File: src/pwm/pwm_channel.sv
`timescale 1ns/1ps

module pwm_channel (
    input  logic        clk,
    input  logic        nreset,
    input  logic [31:0] period,
    input  logic [31:0] duty,
    output logic        out
);
    logic [31:0] count;
    logic [31:0] period_q;
    logic [31:0] duty_q;
    logic wrap;

    // period of 0 or 1 wraps every cycle
    assign wrap = period_q <= 32'd1 || count == period_q - 32'd1;

    assign out = count < duty_q;

    always_ff @(posedge clk) begin
        if (!nreset) begin
            count <= '0;
            period_q <= 32'd1;
            duty_q <= '0;
        end else if (wrap) begin
            count <= '0;
            period_q <= period;  // new settings only at the wrap
            duty_q <= duty;
        end else begin
            count <= count + 32'd1;
        end
    end

endmodule

File: config.mk
export PLATFORM = sky130hd
export DESIGN_NAME = pwm_channel
export DESIGN_NICKNAME = d
export VERILOG_FILES = /design/src/pwm/pwm_channel.sv
export SDC_FILE = /design/constraint.sdc
export NUM_CORES = 1
export LEC_CHECK = 0
export ABC_AREA = 0
export ABC_CLOCK_PERIOD_IN_PS = 4300
export BUFFER_PORTS_ARGS = -buffer_cell sky130_fd_sc_hd__buf_2
export CORE_MARGIN = 2
export CORE_UTILIZATION = 40
export CTS_CLUSTER_DIAMETER = 50
export DETAILED_ROUTE_END_ITERATION = 6
export PLACE_DENSITY = 0.63
export SLEW_MARGIN = 20
export SYNTH_ARGS = -nofsm -noshare
export SYNTH_HDL_FRONTEND = slang
export SYNTH_SLANG_ARGS = --single-unit
File: constraint.sdc
create_clock -name clk -period 4.3 [get_ports clk]
set_input_delay 0.215 -clock clk [delete_from_list [all_inputs] [get_ports clk]]
set_output_delay 0.215 -clock clk [all_outputs]
set_load 0.005 [all_outputs]
; Word-level counts from Yosys, hierarchy flattened
; Cells that the tools add are included.
[totals]
elab_cells = 11
ff_bits = 96
input_bits = 66
output_inout_bits = 1
[classes]
n_bitwise = 1
add_sub_neg = 2
reduce_logical = 2
n_eq_ne = 1
order_cmp = 2
[ops]
columns = operator, n
row1 = $add 32x1->32 const B, 1
row2 = $eq 32x32->1, 1
row3 = $le 32x1->1 const B, 1
row4 = $lt 32x32->1, 1
row5 = $sub 32x1->32 const B, 1
row6 = $reduce_or 2->1, 1
row7 = $logic_or 1x1->1, 1
row8 = $not 1->1, 1

; Depth between registers and ports, before layout
[depth]
depth_word = 4
depth_mapped = 13
ltp_nobuf = 10

; Worst setup path after synthesis
; No wires, ideal clock.
[synth_timing]
path_kind = flip-flop to flip-flop
startpoint = register period_q[3]
endpoint = register duty_q[0]
stages_incl_launch_ff = 12
period_less_slack_ns = 3.105
setup_slack_ns = 1.195
setup_ns = 0.120
t_arrival_ns = 2.986
n_path_buf = 3
required_time_ns = 4.180
cell_sequence = dfxtp_1 > or4_1 > clkbuf_1 > or3_1 > a31oi_1 > a21oi_1 > or4_4 > or4_4 > buf_6 > buf_6 > nand3_1 > a21boi_1
[synth_between]
elab_chain_cells = 3
elab_cells_between_ends = 4
cone_classes = add/sub: 1 / order compare: 1 / eq/ne: 1 / reduce/logical: 1
[synth_rtl]
columns = item, line_no
row1 = from (decl), 11  ; logic [31:0] period_q;
row2 = from (signal assigned), 27  ; period_q <= period;
row3 = $sub 32x1->32, 16  ; assign wrap = period_q <= 32'd1 || count == period_q - 32'd1;
row4 = $eq 32x32->1, 16
row5 = $logic_or 1x1->1 (*), 16
row6 = to (signal assigned), 28  ; duty_q <= duty;
row7 = to (decl), 12  ; logic [31:0] duty_q;
; Every way passes the cells marked *; elsewhere a longest branch is shown, timed or not.
; A chain may end at the register's enable or synchronous reset.

; Worst setup path after layout
[layout_timing]
startpoint = register period_q[0]
endpoint = register period_q[0]
[layout_between]
elab_chain_cells = 3
elab_cells_between_ends = 4
cone_classes = add/sub: 1 / order compare: 1 / eq/ne: 1 / reduce/logical: 1
[layout_rtl]
columns = item, line_no
row1 = $sub 32x1->32, 16
row2 = $eq 32x32->1, 16
row3 = $logic_or 1x1->1 (*), 16
; Marks and branches as above.

==> run summary <==
Clock Skew: 0.00577 ns
Synth cell types: 52
main combinational cell family by area after synthesis: simple AND/OR/NAND/NOR gates
ANT cells: 0
Pleak: 2.51 nW
Hold Path Cell Cnt: 3
Synth area leaders: dfxtp_1 32%, a21boi_1 7.6%, ha_1 7.2%
drt drc: 0
Crit. End Element: register
register bit total from synthesis: 96
grt total ovfl: 0
pwr dens: 509 nW/um2
Resize count post-CTS: 0
Synth Area in Compound Gates: 19.9%
Clock Sinks: 96
Fmax achieved: 262 MHz
CP max FO: 44
Net count, final: 870
hold_buf cts: 0
vias per cell: 5.39
CTS tree: built
wire length per cell: 15.1 um
post-synth top area share: 32.4%
RSZ-0062 raised after global routing: false
vias in the first global route: 4897
Final Slew Violations: 0
Placed Area: 6310 um2
synthesized area: 5930 um2
Die ar.: 15800 um2
clock period minus worst slack: 3.82 ns
Hold Path Class: in2reg
Post-synth EDFFs: 0
Clock Latency Late Sink: 0.35 ns
FFs w/ async S/R, synth: 0%
Top FF cell, synth: dfxtp_1
drt pass-1 iters: 4
Util after Layout: 45.3%
row count: 44
post-route antenna net violation count: 0
xor/xnor cell area share of the yosys netlist: 10.3%
hold endpoint: duty_q[12]$_SDFFE_PN0P_
Area Growth Syn to Fin: 10.7%
I/O Buffers: 66
clk slew on worst S/H paths: 0.06 ns
Hold Startpoint: duty[12]
H-tree levels: 3
Syn Area/Cell: 8.05 um2
core area: 14500 um2
initial antenna violation count: 0
cell taking the most area after synthesis: dfxtp_1
Iteration-0 DRC Markers: 255
Reg2Reg Depth: 9
Synth Area in Simple Gates: 23.2%
clock root cell: clkbuf_16
Final setup viols: 0
Die Span X: 126 um
CTS Buf Count: 9
syn nets: 836
post-synthesis mux area share: 0.169%
setup TNS: 0 ns
# Max-Cap Violations: 0
design area: 6560 um2
Total GRT Usage: 18.9%
crit path DAT: 4.01 ns
Routed WL: 14500 um
largest net degree at the start of global routing: 66
routability cong.: 0.862
first-pass GRT wire length: 24500 um
Peak supply drop: 0.000299 V
I/O pin count: 67
final hold vios: 0
number of setup buffers added after CTS: 0
sequential fraction of the synthesis area: 32.4%
crit path launch type: register
clk buf depth: 2
worst slew pin tran: 0.978 ns
Tcrit/Tclk final: 88.7%
Worst R2R Setup Slack: 0.48 ns
worst r2r src: period_q[0]$_SDFFE_PN1P_
DR vias: 5164
outcome: completed
kind of critical path: reg2reg
Filler cells: 1482
Die Y: 126 um
Slew headroom: 34.8%
adder-cell share of the synthesized area: 7.18%
initial core utilization: 40.9%
Yosys Warn Count: 0
capture point of the worst reg-to-reg path: period_q[0]$_SDFFE_PN1P_
Post-Syn Instances: 736
FF/Latch Area: 1920 um2
critical path required time: 4.50 ns
footprint of the multi-input gates: 3610 um2
DP Wirelength: 10500 um
layout cells sized above 1: 12.3%
cell type report:
| type | count | area share (%) |
|---|---|---|
| inverter | 39 | 2.23 |
| tap | 184 | 3.51 |
| clock inverter | 5 | 0.381 |
| multi-input combinational | 551 | 55.1 |
| clock buffer | 10 | 3.49 |
| sequential | 96 | 29.3 |
| timing repair buffer | 73 | 6.03 |
kinds of logic (layout without fill, tap and decap cells):
group	Yosys count	in the layout
flops	96	96
compound gates	185	185
mux	1	1
buf+inv	89	127
fa+ha+maj	34	34
xor+xnor	70	70
simple gates	261	261
power breakdown:
group	total (mW)	switching, mW	internal, mW
Combinational	1.48	0.942	0.535
Clock	0.717	0.334	0.384
Sequential	1.15	0.142	1.00
Total	3.34	1.42	1.92
layout by cell type, fill, tap and decap left out, drive strengths merged, types with 17 or more instances in the layout:
cell | netlist | routed
a21boi | 63 | 63
buf | 12 | 73
dfxtp | 96 | 96
ha | 34 | 34
inv | 39 | 39
nand2 | 27 | 27
nand3 | 80 | 80
nor2 | 57 | 57
nor3 | 18 | 18
nor4 | 17 | 17
o21ai | 74 | 74
xnor2 | 43 | 43
xor2 | 27 | 27
worst max path at each step:
stage | start | endpoint | slack [ns] | cells past startpoint
6_report | period_q[0]$_SDFFE_PN1P_ | period_q[0]$_SDFFE_PN1P_ | 0.48 | 9
5_1_grt | period_q[0]$_SDFFE_PN1P_ | period_q[0]$_SDFFE_PN1P_ | 0.20 | 9
4_1_cts | period_q[0]$_SDFFE_PN1P_ | period_q[0]$_SDFFE_PN1P_ | 0.57 | 9
3_5_place_dp | period_q[0]$_SDFFE_PN1P_ | period_q[0]$_SDFFE_PN1P_ | 0.57 | 9
3_3_place_gp | period_q[0]$_SDFFE_PN1P_ | period_q[0]$_SDFFE_PN1P_ | 0.64 | 9
2_1_floorplan | period_q[3]$_SDFFE_PN0P_ | duty_q[0]$_SDFFE_PN0P_ | 1.19 | 11
per-stage QoR:
| step | worst slack [ns] | power (mW) | instances | hold slack (ns) |
|---|---|---|---|---|
| finish | 0.484 | 3.34 | 958 | 0.119 |
| global route | 0.200 | 3.62 | 958 | 0.114 |
| CTS | 0.567 | 3.36 | 958 | 0.111 |
| detailed placement | 0.573 | 2.64 | 943 | 0.455 |
| global placement | 0.637 | 2.64 | 943 | 0.450 |
| floorplan | 1.19 | 2.29 | 736 | 0.363 |
sequential cells by signal, summed over array words and instances (netlist names):
register / count
count: 32
duty_q: 32
period_q: 32
cells in the mapped netlist (all sizes together) (2+ instances only):
master,number
nand4,16
nand2b,5
xnor2,43
a21o,11
a21oi,13
nor4,17
dfxtp,96
nand3,80
xor2,27
nand2,27
clkbuf,38
o211ai,2
a31oi,3
and4,8
nor4b,2
nor2,57
a21boi,63
ha,34
a22oi,2
buf,12
a211oi,5
and3,4
nor3,18
or3,10
inv,39
o21ai,74
nor2b,5
o31a,2
o21bai,2
or4,8
layer usage:
metal	global-route usage, %	vias up	share of wire (%)
met5	0	-	0
met4	6.60	0	1.9
met3	3.82	18	4.8
met2	27.3	120	40
met1	27.9	2338	53
li1	-	2688	-
critical path, stage by stage (launching register included):
cell      delay [ns]
dfxtp_1         0.40
nor3_1          0.63
nand4_1         0.38
or4_1           0.58
a211oi_1        0.24
o221ai_1        0.21
or4_4           0.61
buf_4           0.32
a21oi_1         0.19
o21ai_1         0.07
Power figures use the tool's default switching activity.
