**src/hdl/frequency_counter.sv**
```systemverilog
`timescale 1ns/1ps

module frequency_counter #(
    parameter int gate_cycles = 27000000,
    parameter int cnt_width = 32
) (
    input  logic                 clk,
    input  logic                 nreset,
    input  logic                 freq_in,
    input  logic                 result_clear,
    output logic [cnt_width-1:0] code,
    output logic                 ready
);
    localparam int gate_width = $clog2(gate_cycles);

    logic [2:0] freq_sync;  // two sync stages plus history
    logic freq_rise;
    logic gate_end;
    logic [gate_width-1:0] gate_count;
    logic [cnt_width-1:0] edge_count;

    assign freq_rise = freq_sync[1] & ~freq_sync[2];
    assign gate_end = gate_count == gate_width'(gate_cycles - 1);

    always_ff @(posedge clk) begin
        if (!nreset) begin
            freq_sync <= '0;
            gate_count <= '0;
            edge_count <= '0;
            ready <= 1'b0;
        end else begin
            freq_sync <= {freq_sync[1:0], freq_in};
            if (gate_end) begin
                gate_count <= '0;
                edge_count <= '0;
            end else begin
                gate_count <= gate_count + 1'b1;
                if (freq_rise) begin
                    edge_count <= edge_count + 1'b1;
                end
            end

            if (gate_end) begin
                ready <= 1'b1;  // fresh result wins over a clear
            end else if (result_clear) begin
                ready <= 1'b0;
            end
        end
    end

    always_ff @(posedge clk) begin
        if (gate_end) begin
            code <= edge_count + cnt_width'(freq_rise);  // include last cycle's edge
        end
    end

endmodule

```
**config.mk**
```make
export PLATFORM = sky130hd
export DESIGN_NAME = frequency_counter
export DESIGN_NICKNAME = d
export VERILOG_FILES = /design/src/hdl/frequency_counter.sv
export SDC_FILE = /design/constraint.sdc
export NUM_CORES = 1
export LEC_CHECK = 0
export BUFFER_PORTS_ARGS = -buffer_cell sky130_fd_sc_hd__clkbuf_2
export CORE_MARGIN = 5
export CORE_UTILIZATION = 50
export CTS_BUF_LIST = sky130_fd_sc_hd__clkbuf_8
export DETAILED_ROUTE_END_ITERATION = 16
export MAX_ROUTING_LAYER = met4
export PLACE_DENSITY = 0.69
export SLEW_MARGIN = 20
export SYNTH_ARGS = -nofsm -noshare
export SYNTH_HDL_FRONTEND = slang
export SYNTH_SLANG_ARGS = --single-unit
export TNS_END_PERCENT = 20
```
**constraint.sdc**
```tcl
create_clock -name clk -period 4.85 [get_ports clk]
set_input_delay 0.7275 -clock clk [delete_from_list [all_inputs] [get_ports clk]]
set_output_delay 0.7275 -clock clk [all_outputs]
set_load 0.01 [all_outputs]
```
# Word-level counts from Yosys, hierarchy flattened

Index checks and enable logic that the tools add are counted.

Bits in registers: 93
Input bits: 4
Output and inout port bits: 33
Word-level logic and storage cells: 16

Add/sub/neg operators: 3
Eq/ne operators: 1
Mux-type cells: 2
Bitwise operators: 3
Reduce and logical (&&, ||, !) cells: 2

Operators with widths:

| cell                                           | count |
|---|---|
| adder 32 x 1 -> 32 bit                         | 1 |
| adder 32 x 1 -> 32 bit (second input constant) | 1 |
| adder 25 x 1 -> 25 bit (second input constant) | 1 |
| equality test 25 bit (second input constant)   | 1 |
| 2-to-1 mux 1 bit                               | 2 |
| inverter 1 bit                                 | 2 |
| nonzero test 2 bit                             | 1 |
| OR reduction 2 bit                             | 1 |
| bitwise AND 1 bit                              | 1 |

# Longest topological paths before layout

Word-level depth: 3
Gate-level depth with buffers: 8
Mapped depth without buffers: 7

# Worst setup path after synthesis

Ideal clock, no wire load.

Kind: register to register
Start: reg gate_count[21]
End: reg code[0] (enable)
Library setup time: 463 ps
Arrival: 3701 ps
Required time: 4387 ps
Slack: 685 ps
Cell stages (with the launch flop): 4
Buffers on the path: 0
Clock period less this slack: 4165 ps
Cell sequence: dfxtp_1 > or4b_1 > or4_4 > nor3_1

Word-level cells in the longest chain between the ends: 1

Ends and longest elaborated chain:

| item                   | RTL line | text |
|---|---|---|
| start, declared        | 19       | `logic [gate_width-1:0] gate_count;` |
| start signal, assigned | 37       | `gate_count <= gate_count + 1'b1;` |
| equality test 25 bit   | 23       | `assign gate_end = gate_count == gate_width'(gate_cycles - 1);` |
| end signal, assigned   | 53       | `code <= edge_count + cnt_width'(freq_rise);` |
| end, declared          | 11       | `output logic [cnt_width-1:0] code,` |

Every way passes these cells.
A chain may end at the register's enable or synchronous reset.

# Worst setup path after layout

Start: reg freq_sync[1]
End: reg code[22] (data pin)

Word-level cells in the longest chain between the ends: 2

Ends and longest elaborated chain:

| item                   | RTL line | text |
|---|---|---|
| start, declared        | 16       | `logic [2:0] freq_sync;` |
| start signal, assigned | 32       | `freq_sync <= {freq_sync[1:0], freq_in};` |
| bitwise AND 1 bit      | 22       | `assign freq_rise = freq_sync[1] & ~freq_sync[2];` |
| adder 32 x 1 -> 32 bit | 53       |  |

Every way passes these cells.

==> summary.md <==
| Metric | Value |
|---|---|
| Bufs on Longest Clock Path | `2` |
| Core area | `8636 um2` |
| Critical-path maximum fanout | `9` |
| Crit path from | `freq_sync[1]$_SDFF_PN0_` |
| Slew headroom | `37.24%` |
| Max Fclk | `341.6 MHz` |
| Switching Share | `21.31%` |
| Clk slew on worst S/H paths | `90 ps` |
| Synth cell types | `41` |
| Nets@finish | `476` |
| Clock Latency Late Sink | `360 ps` |
| Worst-case vdd ir drop | `0.0001388 V` |
| Post-synth EDFFs | `32` |
| Post-CTS Resized | `0` |
| Worst hold-check path type | `reg2reg` |
| Number of max-cap violations | `0` |
| Finished Core Util | `55.29%` |
| CTS tree | `built` |
| Syn_nets | `455` |
| Post-DP HPWL | `5.992 mm` |
| Hold wc startpoint | `freq_sync[0]$_SDFF_PN0_` |
| CTS hold repair buffers | `0` |
| Setup Skew | `14.23 ps` |
| Reg2reg start | `freq_sync[1]$_SDFF_PN0_` |
| CTS root buf | `clkbuf_8` |
| Ports | `37` |
| Async SR Flop Fraction | `0%` |
| CTS sink count | `93` |
| Worst Setup End Kind | `register` |
| Post-Syn Instances | `447` |
| Minimum clock period | `2928 ps` |
| Worst R2R Path Depth | `7` |
| Post-route ant nets | `0` |
| Rows | `34` |
| 1st-pass router iterations | `4` |
| Cts bufs inserted | `9` |
| Remaining DRCs | `0` |
| Final WL | `8.592 mm` |
| Period utilization | `60.36%` |
| Antenna violations before repair | `0` |
| Vias in the first global route | `3180` |
| Share of cells above drive strength 1 | `12.90%` |
| Vias | `3346` |
| R2R Path End | `code[22]$_DFFE_PN_` |
| Total gr overflow | `0` |
| Initial Utilization | `50.93%` |
| Iteration-0 DRC count of the detailed router | `165` |
| GP Congestion | `0.8354` |
| NetSw | `0.2832 mW` |
| Critical Path RT | `4960 ps` |
| Die Span Y | `103.8 um` |
| Part of the power in registers | `60.7%` |
| Leakage | `1.492 nW` |
| Total Routing Usage GR | `16.61%` |
| Max Slew Vio Count | `0` |
| Final Hold Fails | `0` |
| Setup TNS | `0 ps` |
| Status | `finished, final reports clean` |
| Power share of the clock group | `38.0%` |
| Die W | `103.8 um` |
| Post-DR wirelength/cell | `14.79 um` |
| PortBufs | `36` |
| CP Class | `reg2reg` |
| Sequential share of the synthesized area | `49.62%` |
| Avg Inst Size Synth | `9.839 um2` |
| Crit path to | `code[22]$_DFFE_PN_` |
| Combinational power share | `1.4%` |
| Syn Std Cell Area | `4398 um2` |
| Setup Fix Bufs, Post-CTS | `0` |
| Pwr dens | `278.3 nW/um2` |
| Die area | `10770 um2` |
| Final setup viols | `0` |
| Largest net degree at the start of global routing | `33` |
| Arrival @ worst endpoint | `3040 ps` |
| Synth Register Bits | `93` |
| RSZ-0062 raised after global routing | `false` |
| Crit start category | `register` |
| Flop2flop setup slack | `1920 ps` |
| Min Hold Slack | `442.9 ps` |
| Fin worst setup slack | `1922 ps` |
| First-pass GRT wire length | `14.86 mm` |
| H-tree levels | `3` |
| Main flop type after synthesis | `dfxtp_1` |
| Layout area overhead | `8.563%` |
| Worst Tran Pin Value | `933.6 ps` |
| Ys Warns | `0` |
| DP Worst Slack | `1936 ps` |
| Vias per cell | `5.759` |
| Antenna cells | `0` |
| Int Power | `1.046 mW` |
[power by group through the flow]
| stage | clock network, mW | registers (mW) | logic, mW |
|---|---|---|---|
| global route | 0.558 | 0.807 | 0.0210 |
| finish | 0.504 | 0.806 | 0.0181 |
| CTS | 0.521 | 0.807 | 0.0187 |
| global placement | 0 | 0.824 | 0.0181 |
| floorplan | 0 | 0.824 | 0.0167 |
| detailed placement | 0 | 0.825 | 0.0187 |
[worst max-delay path, stage by stage, from the launching register on]
cell	delay, ps
dfxtp_1	380
nor2b_1	360
ha_1	250
ha_1	180
nand3_1	230
nor4_2	870
nor3b_1	310
xor2_1	90
[synthesized netlist by cell type, types with 2 or more instances]
master    count  area (um2)
buf_6         5       56.30
or2_2         2       12.51
nand3b_1      2       15.01
nand3_1      20       100.1
clkbuf_2      2       10.01
nor3_1       11       55.05
and2_1        9       56.30
and3_1        8       50.05
or4_1        14       105.1
mux2i_1       2       20.02
xnor2_1      36       315.3
and4_1       10       87.58
buf_2         5       25.02
ha_1          4       50.05
o21ai_0      19       95.09
edfxtp_1     32       960.9
dfxtp_1      61        1221
nand2_1      25       93.84
clkbuf_1     16       60.06
o31ai_1      10       75.07
inv_1         6       22.52
nor4_2        2       25.02
nor2b_1       3       18.77
or3_1        18       112.6
nor2_1       36       135.1
nand4b_1      4       35.03
a21oi_1      29       145.1
nor4_1        5       31.28
xor2_1       18       157.7
nand4_1      22       137.6
[worst min-delay path by stage]
| stage | to | cells after the start |
|---|---|---|
| floorplan | freq_sync[1]$_SDFF_PN0_ | 1 |
| global placement | freq_sync[1]$_SDFF_PN0_ | 1 |
| detailed placement | freq_sync[1]$_SDFF_PN0_ | 1 |
| CTS | freq_sync[1]$_SDFF_PN0_ | 1 |
| global route | freq_sync[1]$_SDFF_PN0_ | 1 |
| finish | freq_sync[1]$_SDFF_PN0_ | 1 |
[layer usage]
layer | vias up | share of wire, % | global-route usage, %
li1 | 1670 | - | -
met1 | 1613 | 47 | 20.72
met2 | 56 | 48 | 27.23
met3 | 7 | 4.4 | 3.856
met4 | 0 | 0.84 | 4.348
met5 | - | 0 | -
[flip-flops by register name, summed over array words and instances, names as in the netlist]
| name | count |
|---|---|
| gate_count | 25 |
| code | 32 |
| edge_count | 32 |
| ready | 1 |
| freq_sync | 3 |
[stage by stage]
step                      area, um2  std cells  power, mW
after global routing           4775        581      1.386
final                          4775        581      1.329
after detailed placement       4582        565     0.8433
after CTS                      4775        581      1.346
after floorplan                4398        447     0.8407
after global placement         4582        565     0.8425
[placed cells by master (no fill, tap or decap), types with 9 or more instances in the layout]
cell type	instances
clkbuf_8	9
or4_1	14
nor3_1	10
and4_1	10
or3_1	18
edfxtp_1	32
and2_1	9
xor2_1	18
clkbuf_2	36
dfxtp_1	61
nand4_1	22
nand3_1	20
nor2_1	36
xnor2_1	36
nand2_1	25
a21oi_1	29
o21ai_0	19
o31ai_1	10
[cell families (layout without fill, tap and decap cells)]
kind of cell / after synthesis / count (layout) / share of synthesized area, %
AOI/OAI and AO/OA: 62 / 62 / 8.080
xor gates and xnor gates: 54 / 54 / 10.75
muxes: 2 / 2 / 0.4552
and+or+nand+nor: 198 / 198 / 26.00
adders and majority gates: 4 / 4 / 1.138
DFF: 93 / 93 / 49.62
buffers and inverters: 34 / 60 / 3.954
[area by class of cell]
cell class                 instances  area (um2)
sequential                        93        2182
tap                              108       135.1
clock inverter                     7       68.82
fill                             804        3861
multi-input combinational        320        2047
inverter                           6       22.52
clock buffer                       9       123.9
timing repair buffer              38       195.2
Power figures use the tool's default switching activity.
