### config.mk
export PLATFORM = sky130hd
export DESIGN_NAME = command_decoder
export DESIGN_NICKNAME = d
export VERILOG_FILES = /design/src/common/ctrl_pkg.sv /design/src/hdl/command_decoder.sv
export SDC_FILE = /design/constraint.sdc
export NUM_CORES = 1
export LEC_CHECK = 0
export ABC_CLOCK_PERIOD_IN_PS = 4900
export BUFFER_PORTS_ARGS = -buffer_cell sky130_fd_sc_hd__buf_2
export CAP_MARGIN = 15
export CORE_AREA = 10 10 192 194
export CTS_CLUSTER_SIZE = 14
export DETAILED_ROUTE_END_ITERATION = 6
export DIE_AREA = 0 0 202 204
export HOLD_SLACK_MARGIN = 0.06
export PLACE_DENSITY = 0.82
export SYNTH_ARGS = -nofsm -noshare
export SYNTH_HDL_FRONTEND = slang
export SYNTH_SLANG_ARGS = --single-unit
### constraint.sdc
create_clock -name clk -period 4.9 [get_ports clk]
set_input_delay 0.49 -clock clk [delete_from_list [all_inputs] [get_ports clk]]
set_output_delay 0.49 -clock clk [all_outputs]
set_load 0.02 [all_outputs]
### src/common/ctrl_pkg.sv
package ctrl_pkg;

    localparam int frame_bits = 96;  // 12 bytes

    // frame lengths in bytes
    localparam logic [3:0] cmd_query_bytes = 4'd2;
    localparam logic [3:0] cmd_enable_bytes = 4'd5;
    localparam logic [3:0] cmd_set_bytes = 4'd12;

    localparam logic [7:0] op_get_id = 8'd0;
    localparam logic [7:0] op_get_result = 8'd4;

    localparam logic [7:0] class_pwm = 8'd3;
    localparam logic [7:0] op_set_period_duty = 8'd2;
    localparam logic [7:0] op_enable_output = 8'd5;

    localparam logic [3:0][7:0] id_bytes = '{8'h01, 8'h04, 8'h02, 8'h00};  // msb first

    typedef struct packed {
        logic [7:0]  subdevice;
        logic [7:0]  class_id;
        logic [7:0]  opcode;
        logic [7:0]  channel;
        logic [31:0] period;  // little-endian on the wire
        logic [31:0] duty;    // little-endian on the wire
    } pwm_set_frame_t;

    typedef struct packed {
        logic [55:0] pad;  // right-aligned short frame
        logic [7:0]  subdevice;
        logic [7:0]  class_id;
        logic [7:0]  opcode;
        logic [7:0]  channel;
        logic [7:0]  enable;
    } pwm_enable_frame_t;

    typedef union packed {
        pwm_set_frame_t    set_view;
        pwm_enable_frame_t enable_view;
    } command_u;

endpackage
### src/hdl/command_decoder.sv
`timescale 1ns/1ps

module command_decoder
    import ctrl_pkg::*;
#(
    parameter int pwm_channels = 4,
    parameter int fc_channels = 2,
    parameter int cnt_width = 32
) (
    input  logic                                  clk,
    input  logic                                  nreset,
    input  command_u                              command,
    input  logic [3:0]                            byte_count,
    input  logic                                  frame_done,
    input  logic [fc_channels-1:0][cnt_width-1:0] codes,
    output logic                                  response_load,
    output logic [frame_bits-1:0]                 response,
    output logic                                  result_clear,
    output logic [pwm_channels-1:0][31:0]         period,
    output logic [pwm_channels-1:0][31:0]         duty
);
    logic [pwm_channels-1:0][31:0] duty_bak;
    logic [pwm_channels-1:0] enabled;
    logic [7:0] query_op;
    logic is_query;
    logic set_hit;
    logic enable_hit;
    logic [frame_bits-1:0] result_word;

    function automatic logic [31:0] swap32(input logic [31:0] w);
        return {w[7:0], w[15:8], w[23:16], w[31:24]};
    endfunction

    assign query_op = command[15:8];  // first byte of a query
    assign is_query = frame_done && byte_count == cmd_query_bytes;

    assign set_hit = frame_done && byte_count == cmd_set_bytes
                     && command.set_view.class_id == class_pwm
                     && command.set_view.opcode == op_set_period_duty;

    assign enable_hit = frame_done && byte_count == cmd_enable_bytes
                        && command.enable_view.class_id == class_pwm
                        && command.enable_view.opcode == op_enable_output;

    // counters drop ready on the same edge the reply is captured
    assign result_clear = is_query && query_op == op_get_result;

    always_comb begin
        result_word = '0;
        for (int k = 0; k < fc_channels; k++) begin
            for (int b = 0; b < cnt_width / 8; b++) begin
                result_word[frame_bits - 1 - k * cnt_width - b * 8 -: 8] = codes[k][b * 8 +: 8];
            end
        end
    end

    always_comb begin
        for (int k = 0; k < pwm_channels; k++) begin
            duty[k] = enabled[k] ? duty_bak[k] : 32'd0;  // disabled channel stays low
        end
    end

    always_ff @(posedge clk) begin
        if (!nreset) begin
            response_load <= 1'b0;
            enabled <= '0;
            for (int k = 0; k < pwm_channels; k++) begin
                period[k] <= 32'd1;
                duty_bak[k] <= 32'd0;
            end
        end else begin
            response_load <= frame_done;  // every frame gets a reply
            for (int k = 0; k < pwm_channels; k++) begin
                if (set_hit && command.set_view.channel == 8'(k)) begin
                    period[k] <= swap32(command.set_view.period);
                    duty_bak[k] <= swap32(command.set_view.duty);
                end
                if (enable_hit && command.enable_view.channel == 8'(k)) begin
                    enabled[k] <= command.enable_view.enable != 8'd0;
                end
            end
        end
    end

    always_ff @(posedge clk) begin
        if (frame_done) begin
            if (is_query && query_op == op_get_id) begin
                response <= {id_bytes, {(frame_bits - 32){1'b0}}};
            end else if (result_clear) begin
                response <= result_word;
            end else begin
                response <= '0;  // writes, status and unknown frames
            end
        end
    end

endmodule

* Yosys cells after proc, flatten, opt, wreduce, memory -nomap -nowiden
Cells that the tools add are included.
Operators by class: reduce and logical (&&, ||, !) cells 21, muxes and demuxes 5, bitwise gates (word level) 1, eq/ne operators 14
Operators with widths (number):
- $mux 32 | 4
- $mux 89 | 1
- $eq 8x2->1 const B | 7
- $logic_and 1x1->1 | 17
- $eq 8x1->1 const B | 2
- $eq 8x3->1 const B | 2
- $logic_not 8->1 | 2
- $reduce_bool 8->1 | 1
- $eq 4x2->1 const B | 1
- $eq 4x3->1 const B | 1
- $eq 4x4->1 const B | 1
- $reduce_or 2->1 | 1
- $not 1->1 | 1
Storage, ports and cells: bits in registers 357, output and inout bits 354, input bits 167, word-level logic and storage cells 56

* Longest topological paths before layout
Gate-level depths: netlist of the first run.
depth after elaboration 5, gate-level depth with buffers 7, depth with buffers taken out 4

* Least setup slack after synthesis of the first run
No wires, ideal clock.
path kind input -> output, start in command[8] (netlist bit), end out result_clear, path buffers 2, setup slack 2.488 ns, data arrival time 1.922 ns, stages on the path 4, data required time 4.410 ns, cell sequence or4b_2 nor4_1 buf_2 buf_2
On the way: cells in the longest elaborated chain, start to end 2
RTL lines:
- start, declared | RTL line command_decoder.sv:12 | input command_u command,
- $eq 8x3->1 | RTL line command_decoder.sv:46 | assign result_clear = is_query && query_op == op_get_result;
- $logic_and 1x1->1 | RTL line command_decoder.sv:46
- end, declared | RTL line command_decoder.sv:18 | output logic result_clear,
Every way passes these cells.

* Final worst setup path of the first run
start in frame_done, end out result_clear
On the way: cells in the longest elaborated chain, start to end 2
RTL lines:
- start, declared | RTL line command_decoder.sv:14 | input logic frame_done,
- $logic_and 1x1->1 | RTL line command_decoder.sv:35 | assign is_query = frame_done && byte_count == cmd_query_bytes;
- $logic_and 1x1->1 | RTL line command_decoder.sv:46
Every way passes these cells.

==> results.md, run 1 <==
- Maximum clock path buffer count: 3
- Fin. max-slew vios: 0
- RePlAce Congestion: 0.827
- Port bufs: 480
- Root buf cell: clkbuf_16
- FFs w/ async S/R, synth: 0
- Area leader, netlist: dfxtp_1
- Tcrit/Tclk final: 0.659
- Final wirelength: 54.1 mm
- Hold WS: 0.250 ns
- GRT Util Overall: 0.247
- Top-area cell type share of the netlist area: 0.359
- Post-synth EDFFs: 64
- Hold depth: 3
- WP data required: about 4.4 ns
- # H-tree levels: 2
- Count of different cell masters after synthesis: 39
- Slew @ Worst Pin: 1.17 ns
- Antenna violations before repair: 1
- Share of layout cells above drive strength 1: 0.292
- Worst R2R Setup Slack: 3.47 ns
- Post_cts resized: 0
- Critical path's top delay family: buffers and inverters
- Die X: 202 um
- Final hold vios: 0
- Critical Path Source Type: input port
- Register area share after synthesis: 0.491
- DP Worst Slack: 1.49 ns
- Initial core utilization: 0.439
- Slew HR: 0.218
- Detailed-route DRC error count: 0
- Clock transition at path regs: 0.06 ns
- Max-cap violations: 0
- Non-filler instance count after layout: approximately 2400
- Synth warnings: 0
- Clk sinks: approximately 330
- GRT overflow: 0
- WP depth: 5
- Worst VDD drop: about 0.27 mV
- Fill cells: a little under 3000
- Fin worst setup slack: 1.67 ns
- PwrDens: 321 nW/um2
- Final ANT Viol Nets: 0
- Reg2reg start: enabled[3]
- Leak: 7.30 nW
- Die Ht: a little over 200 um
- Pre-antenna DRT Iters: 5
- Mean post-synth cell area: about 9.5 um2
- Buf/Inv on CP: 3
- WL/cell: 22.6 um
- CTS tree: done
- Count of final setup violators: 0
- Layout Area Growth over Synthesis: 22.3%
- Final Skew: 0 ns
- Post-Syn Area: 14500 um2
- Largest net degree at the start of global routing: between 200 and 300
- Reg2Reg Capture Point: enabled[3]
- Setup Buffers After CTS: 0
- Worst reg-to-reg path cell count: 2
- I/O pin total: 521
- Register area: 7150 um2
- Global-route wire length before repair: 81.0 mm
- Ys flop type: dfxtp_1
- Critical path cell sequence: buf_2, or4b_2, nor4_2, buf_4, buf_2
- Rows: 67
- Total number of vias: around 14000
- PnR Total Power: 5.71 mW
- Synth Register Bits: 325
- CP Max Fanout: 65
- CP Launch Point: frame_done
- Worst Path Arrival: roughly 2.7 ns
- Setup TNS: 0 ns
- Cts hold-fix bufs: 0
- CORE AREA: 33100 um2
- Status: complete, no violations
- Number of CTS-inserted buffers: 36
- Final net count: 2088
- Delay of the slowest critical-path stage: 0.69 ns
- Area of the multi-input gates: approximately 6300 um2
- Placed wire-length estimate: 37.0 mm
- Initial DRC Count: roughly 1200
- Cell mode on critical path: buf_2
- Cells after synthesis: about 1500
- Vias per cell: about 5.7
- Worst setup path endpoint: result_clear
- Hold Crit Class: in -> reg
- Vias in the first global route: 13000
- Die area: roughly 41000 um2
- Slowest CP cell: or4b_2
- Clk_lat worst skew: 0.50 ns
- Minimum clock period: 3.23 ns
- Fmax: 310 MHz
- Setup crit end kind: output pin
- Synth area leaders: dfxtp_1, edfxtp_1, a21boi_1
- Kind of critical path: in -> out
- Placed Cells: between 2000 and 2500
- Unrepaired setup endpoints after global routing: no
==> sequential cells by signal, summed over array words and instances (netlist names) <==
name           flops
period           128
response_load      1
response          64
enabled            4
duty_bak         128
==> how the worst min path moves through the flow <==
stage,start,to,slack [ns]
floorplan,duty_bak[100],duty_bak[100],0.45
global placement,duty_bak[93],duty_bak[93],0.46
detailed placement,duty_bak[105],duty_bak[105],0.46
CTS,codes[10],response[82],0.23
global route,codes[36],response[60],0.24
finish,codes[10],response[82],0.25
==> per-layer routing <==
layer	global-route usage	share of wire	vias up
met1	0.297	0.37	6516
met4	0.0816	0.029	0
met3	0.0829	0.12	93
met2	0.408	0.48	845
li1	-	-	6129
met5	0	0	-
==> report_power, final <==
| part | total (mW) | switching (mW) | internal (mW) |
|---|---|---|---|
| Clock | 2.66 | 1.06 | 1.59 |
| Sequential | 2.76 | 0.00715 | 2.75 |
| Combinational | 0.294 | 0.192 | 0.102 |
| Total | 5.71 | 1.26 | 4.44 |
==> cells in the mapped netlist, drive strengths merged (4+ instances only) <==
cell type and instances:
nand3 260, dfxtp 261, o21ai 257, nand2 12
mux2i 4, buf 108, nand4 5, and2 190
edfxtp 64, a21boi 252, nor4 7, or4 8
clkbuf 81
==> logic make-up after synthesis <==
group,synth area share
AOI/OAI and AO/OA,0.219
and+or+nand+nor,0.201
DFF,0.491
buffers and inverters,0.0859
muxes,0.00275
other,0.000258
==> cell usage in the layout, fill, tap and decap left out, drive strengths merged, types with 2 or more instances in the layout <==
master and instances:
buf 505, dfxtp 261, nand3 260, o21ai 257, a21boi 252, and2 190, edfxtp 64, clkbuf 54
conb 32, nand2 12, or4 8, nor4 7, nand4 5, mux2i 4, clkinv 4, nor3 3
nor2 3, bufinv 3, diode 2, nor4b 2, nor4bb 2, nand4b 2, and4b 2, and4bb 2
or4b 2, or2b 2, and4 2
==> worst register-to-register path: cells and delay by family, from the launching register on <==
| family | cells | cell delay (ns) |
|---|---|---|
| muxes | 1 | 0.16 |
| DFF | 1 | 1.10 |
| and+or+nand+nor | 1 | 0.10 |
==> final cells by class <==
type,instances,area share
Timing Repair Buffer,505,0.149
Clock inverter,8,0.00661
Antenna cell,2,0.000281
Sequential cell,325,0.402
Tap cell,448,0.0315
Clock buffer,54,0.0574
Multi-Input combinational cell,1053,0.353
==> stage by stage <==
stage               area, um2  utilization
finish                  17800        0.537
global route            17800        0.537
CTS                     17700        0.536
detailed placement      16600        0.502
global placement        16600        0.502
floorplan               14700            -
Power figures use the tool's default switching activity.
==> run 2: changes to the inputs <==
ABC_AREA = 1   (was not set)
ABC_CLOCK_PERIOD_IN_PS = 3300   (was 4900)
CORE_AREA = 10 10 196 198   (was 10 10 192 194)
DIE_AREA = 0 0 206 208   (was 0 0 202 204)
clock period = 3.3 ns   (was 4.9 ns; I/O delays follow)
==> run 2 against run 1 <==
Effect of this change: the flow now finishes with violations (DRC); global-route usage shrank 0.41 points; non-clock buffer count grew 3; routed wire length grew 1.7%; via count grew 12%; area after synthesis grew 4.1%; largest cell class unchanged; largest power group unchanged.
==> results.md, run 2 <==
- Synth warnings: 0 (unchanged)
- CORE AREA: 34400 um2 (was 33100 um2)
- Area leader, netlist: dfxtp_1 (unchanged)
- Critical Path Source Type: flop (was input port)
- Global-route wire length before repair: 82.6 mm (was 81.0 mm)
- Cells after synthesis: 2125 (was 1539)
- RePlAce Congestion: 0.908 (was 0.827)
- Die Ht: 208 um (was 204 um)
- Top cells by count, synth: nor2_1, nand2_1, inv_1, dfxtp_1, nand4_1 (was dfxtp_1, nand3_1, and2_1, o21ai_1, a21boi_1)
- Leak: 9.90 nW (was 7.30 nW)
- Slew HR: 0.411 (was 0.218)
- Worst Hold Path EP: response[92] (was response[82])
- Grt met2 use: 0.411 (was 0.408)
- I/O pin total: 521 (unchanged)
- PwrDens: 460 nW/um2 (was 321 nW/um2)
- Worst R2R Setup Slack: 1.92 ns (was 3.47 ns)
- Initial core utilization: 0.440 (was 0.439)
- WL/cell: 18.3 um (was 22.6 um)
- Die X: 206 um (was 202 um)
- GRT Util Overall: 0.243 (was 0.247)
- Register area share after synthesis: 0.472 (was 0.491)
- Clock transition at path regs: 0.06 ns (about the same)
- Post_cts resized: 0 (unchanged)
- CTS tree: done (unchanged)
- Fmax: 433 MHz
- Hold Crit Class: in -> reg (unchanged)
- FFs w/ async S/R, synth: 0 (unchanged)
- Die area: 42800 um2 (was 41200 um2)
- Maximum clock path buffer count: 3 (unchanged)
- Mean post-synth cell area: 7.12 um2 (was 9.45 um2)
- Met3 track utilization from global routing: 0.0828 (was 0.0829)
- Layout Area Growth over Synthesis: 23.4% (was 22.3%)
- Failing checks: DRC
- Placed Cells: 2929 (was 2330)
- Final net count: 2679 (was 2088)
- Detailed-route DRC error count: 6 (was 0)
- Status: finished with violations (was complete, no violations)
- Most common cell in the netlist: nor2_1 (was dfxtp_1)
- Setup crit end kind: output pin (unchanged)
- Vias per cell: 5.09 (was 5.67)
- Met1 usage: 0.269 (was 0.297)
- Slew @ Worst Pin: 0.883 ns (was 1.17 ns)
- Hold depth: 3 (unchanged)
- Count of different cell masters after synthesis: 22 (was 39)
- GR peak layer: met2 (unchanged)
- Most frequent cells in the layout: nor2_1, buf_2, nand2_1, inv_1, dfxtp_1 (was buf_2, dfxtp_1, nand3_1, and2_1, o21ai_1)
- Kind of critical path: reg -> out (was in -> out)
- Vias in the first global route: 14600 (was 13000)
- Count of final setup violators: 0 (unchanged)
- Tcrit/Tclk final: 0.701
- Initial DRC Count: 1057 (was 1193)
- Fin. max-slew vios: 0 (unchanged)
- Max-cap violations: 0 (unchanged)
- Pre-antenna DRT Iters: 7 (was 5)
- Final hold vios: 0 (unchanged)
- Total number of vias: 15200 (was 13600)
- Top-area cell type share of the netlist area: 0.345 (was 0.359)
- Reg2reg start: enabled[2] (was enabled[3])
- # H-tree levels: 2 (unchanged)
- Synth Register Bits: 325 (unchanged)
- Hold Crit Start: codes[4] (was codes[10])
- Antenna violations before repair: 6 (was 1)
- Share of layout cells above drive strength 1: 0.244 (was 0.292)
- WP data required: 2.97 ns (was 4.41 ns)
- Number of CTS-inserted buffers: 36 (unchanged)
- Worst Path Arrival: 1.98 ns (was 2.74 ns)
- Post-Syn Area: 15100 um2 (was 14500 um2)
- Final Skew: 0 ns (unchanged)
- Root buf cell: clkbuf_16 (unchanged)
- GRT overflow: 0 (unchanged)
- Worst reg-to-reg path cell count: 5 (was 2)
- Worst VDD drop: 0.399 mV (was 0.267 mV)
- Final ANT Viol Nets: 0 (unchanged)
- Reg2Reg Capture Point: enabled[2] (was enabled[3])
- Biggest registers after layout: duty_bak: 128 flops, period: 128 flops, response: 64 flops (unchanged)
- Ys flop type: dfxtp_1 (unchanged)
- Setup Buffers After CTS: 0 (unchanged)
- Fill cells: 3216 (was 2890)
- Clk sinks: 325 (unchanged)
- Post-synth EDFFs: 64 (unchanged)
- Non-filler instance count after layout: 2996 (was 2395)
- Clk_lat worst skew: 0.54 ns (was 0.50 ns)
- Placed wire-length estimate: 39.0 mm (was 37.0 mm)
- Rows: 68 (was 67)
- Minimum clock period: 2.31 ns
- Synth area leaders: dfxtp_1, nor2_1, edfxtp_1 (was dfxtp_1, edfxtp_1, a21boi_1)
- Final wirelength: 55.0 mm (was 54.1 mm)
- Commonest non-fill, non-tap cell in the layout: nor2_1 (was buf_2)
- Cts hold-fix bufs: 0 (unchanged)
- Setup TNS: 0 ns (unchanged)
- Port bufs: 480 (unchanged)
- CP Max Fanout: 20 (was 65)
- Unrepaired setup endpoints after global routing: no (unchanged)
- Largest net degree at the start of global routing: 157 (was 257)
==> run 2: per-layer routing <==
layer  vias up  routed length [um]
met5         -                  37
met2       791               26600
met1      7013               19800
met4         6                2010
li1       7320                   -
met3       116                6550
==> run 2: cell type report <==
class / count / area, um2 / share of cell area
diodes: 4 / 10.0 / 0.000536
clock buffers: 59 / 1150 / 0.0615
clock inverters: 4 / 20.0 / 0.00107
inverters: 281 / 1050 / 0.0564
multi-input cells: 1360 / 6020 / 0.322
flip-flops and latches: 325 / 7150 / 0.382
well taps: 455 / 569 / 0.0305
repair buffers: 508 / 2720 / 0.146
==> run 2: how the worst max path moves through the flow <==
stage,to,start,slack (ns),cells past startpoint
2_1_floorplan,result_clear,command[14],1.52,6
3_3_place_gp,period[125],byte_count[1],0.90,9
3_5_place_dp,period[124],byte_count[1],0.81,9
4_1_cts,duty[69],enabled[2],0.97,4
5_1_grt,duty[65],enabled[2],0.88,4
6_report,duty[69],enabled[2],0.99,4
==> run 2: kinds of logic (layout without fill, tap and decap cells) <==
| logic type | Yosys count | after routing | share of synthesized area |
|---|---|---|---|
| AOI/OAI and AO/OA | 3 | 3 | 0.00149 |
| buffers and inverters | 471 | 852 | 0.141 |
| DFF | 325 | 325 | 0.472 |
| other | 1 | 36 | 0.000248 |
| and+or+nand+nor | 1325 | 1325 | 0.385 |
==> run 2: metrics by stage <==
stage	hold slack, ns	cell area [um2]	utilization	power, mW	setup slack [ns]
after floorplan	0.423	15300	-	4.50	1.52
after global placement	0.450	17500	0.509	4.70	0.904
after detailed placement	0.465	17500	0.509	4.71	0.811
after CTS	0.0650	18700	0.543	8.66	0.967
after global routing	0.0921	18700	0.544	8.87	0.877
final	0.0864	18700	0.544	8.60	0.988
==> run 2: critical path: stages (launching register included) <==
cell and delay [ns]:
dfxtp_1 0.68, buf_4 0.37, nand2_1 0.12, inv_1 0.08, buf_2 0.18
==> run 2: where the power goes <==
| part | total (mW) | switching, mW | leakage [nW] | internal [mW] |
|---|---|---|---|---|
| Clock | 3.97 | 1.60 | 0.581 | 2.37 |
| Sequential | 4.10 | 0.0118 | 2.71 | 4.08 |
| Combinational | 0.531 | 0.371 | 6.61 | 0.160 |
| Total | 8.60 | 1.98 | 9.90 | 6.61 |
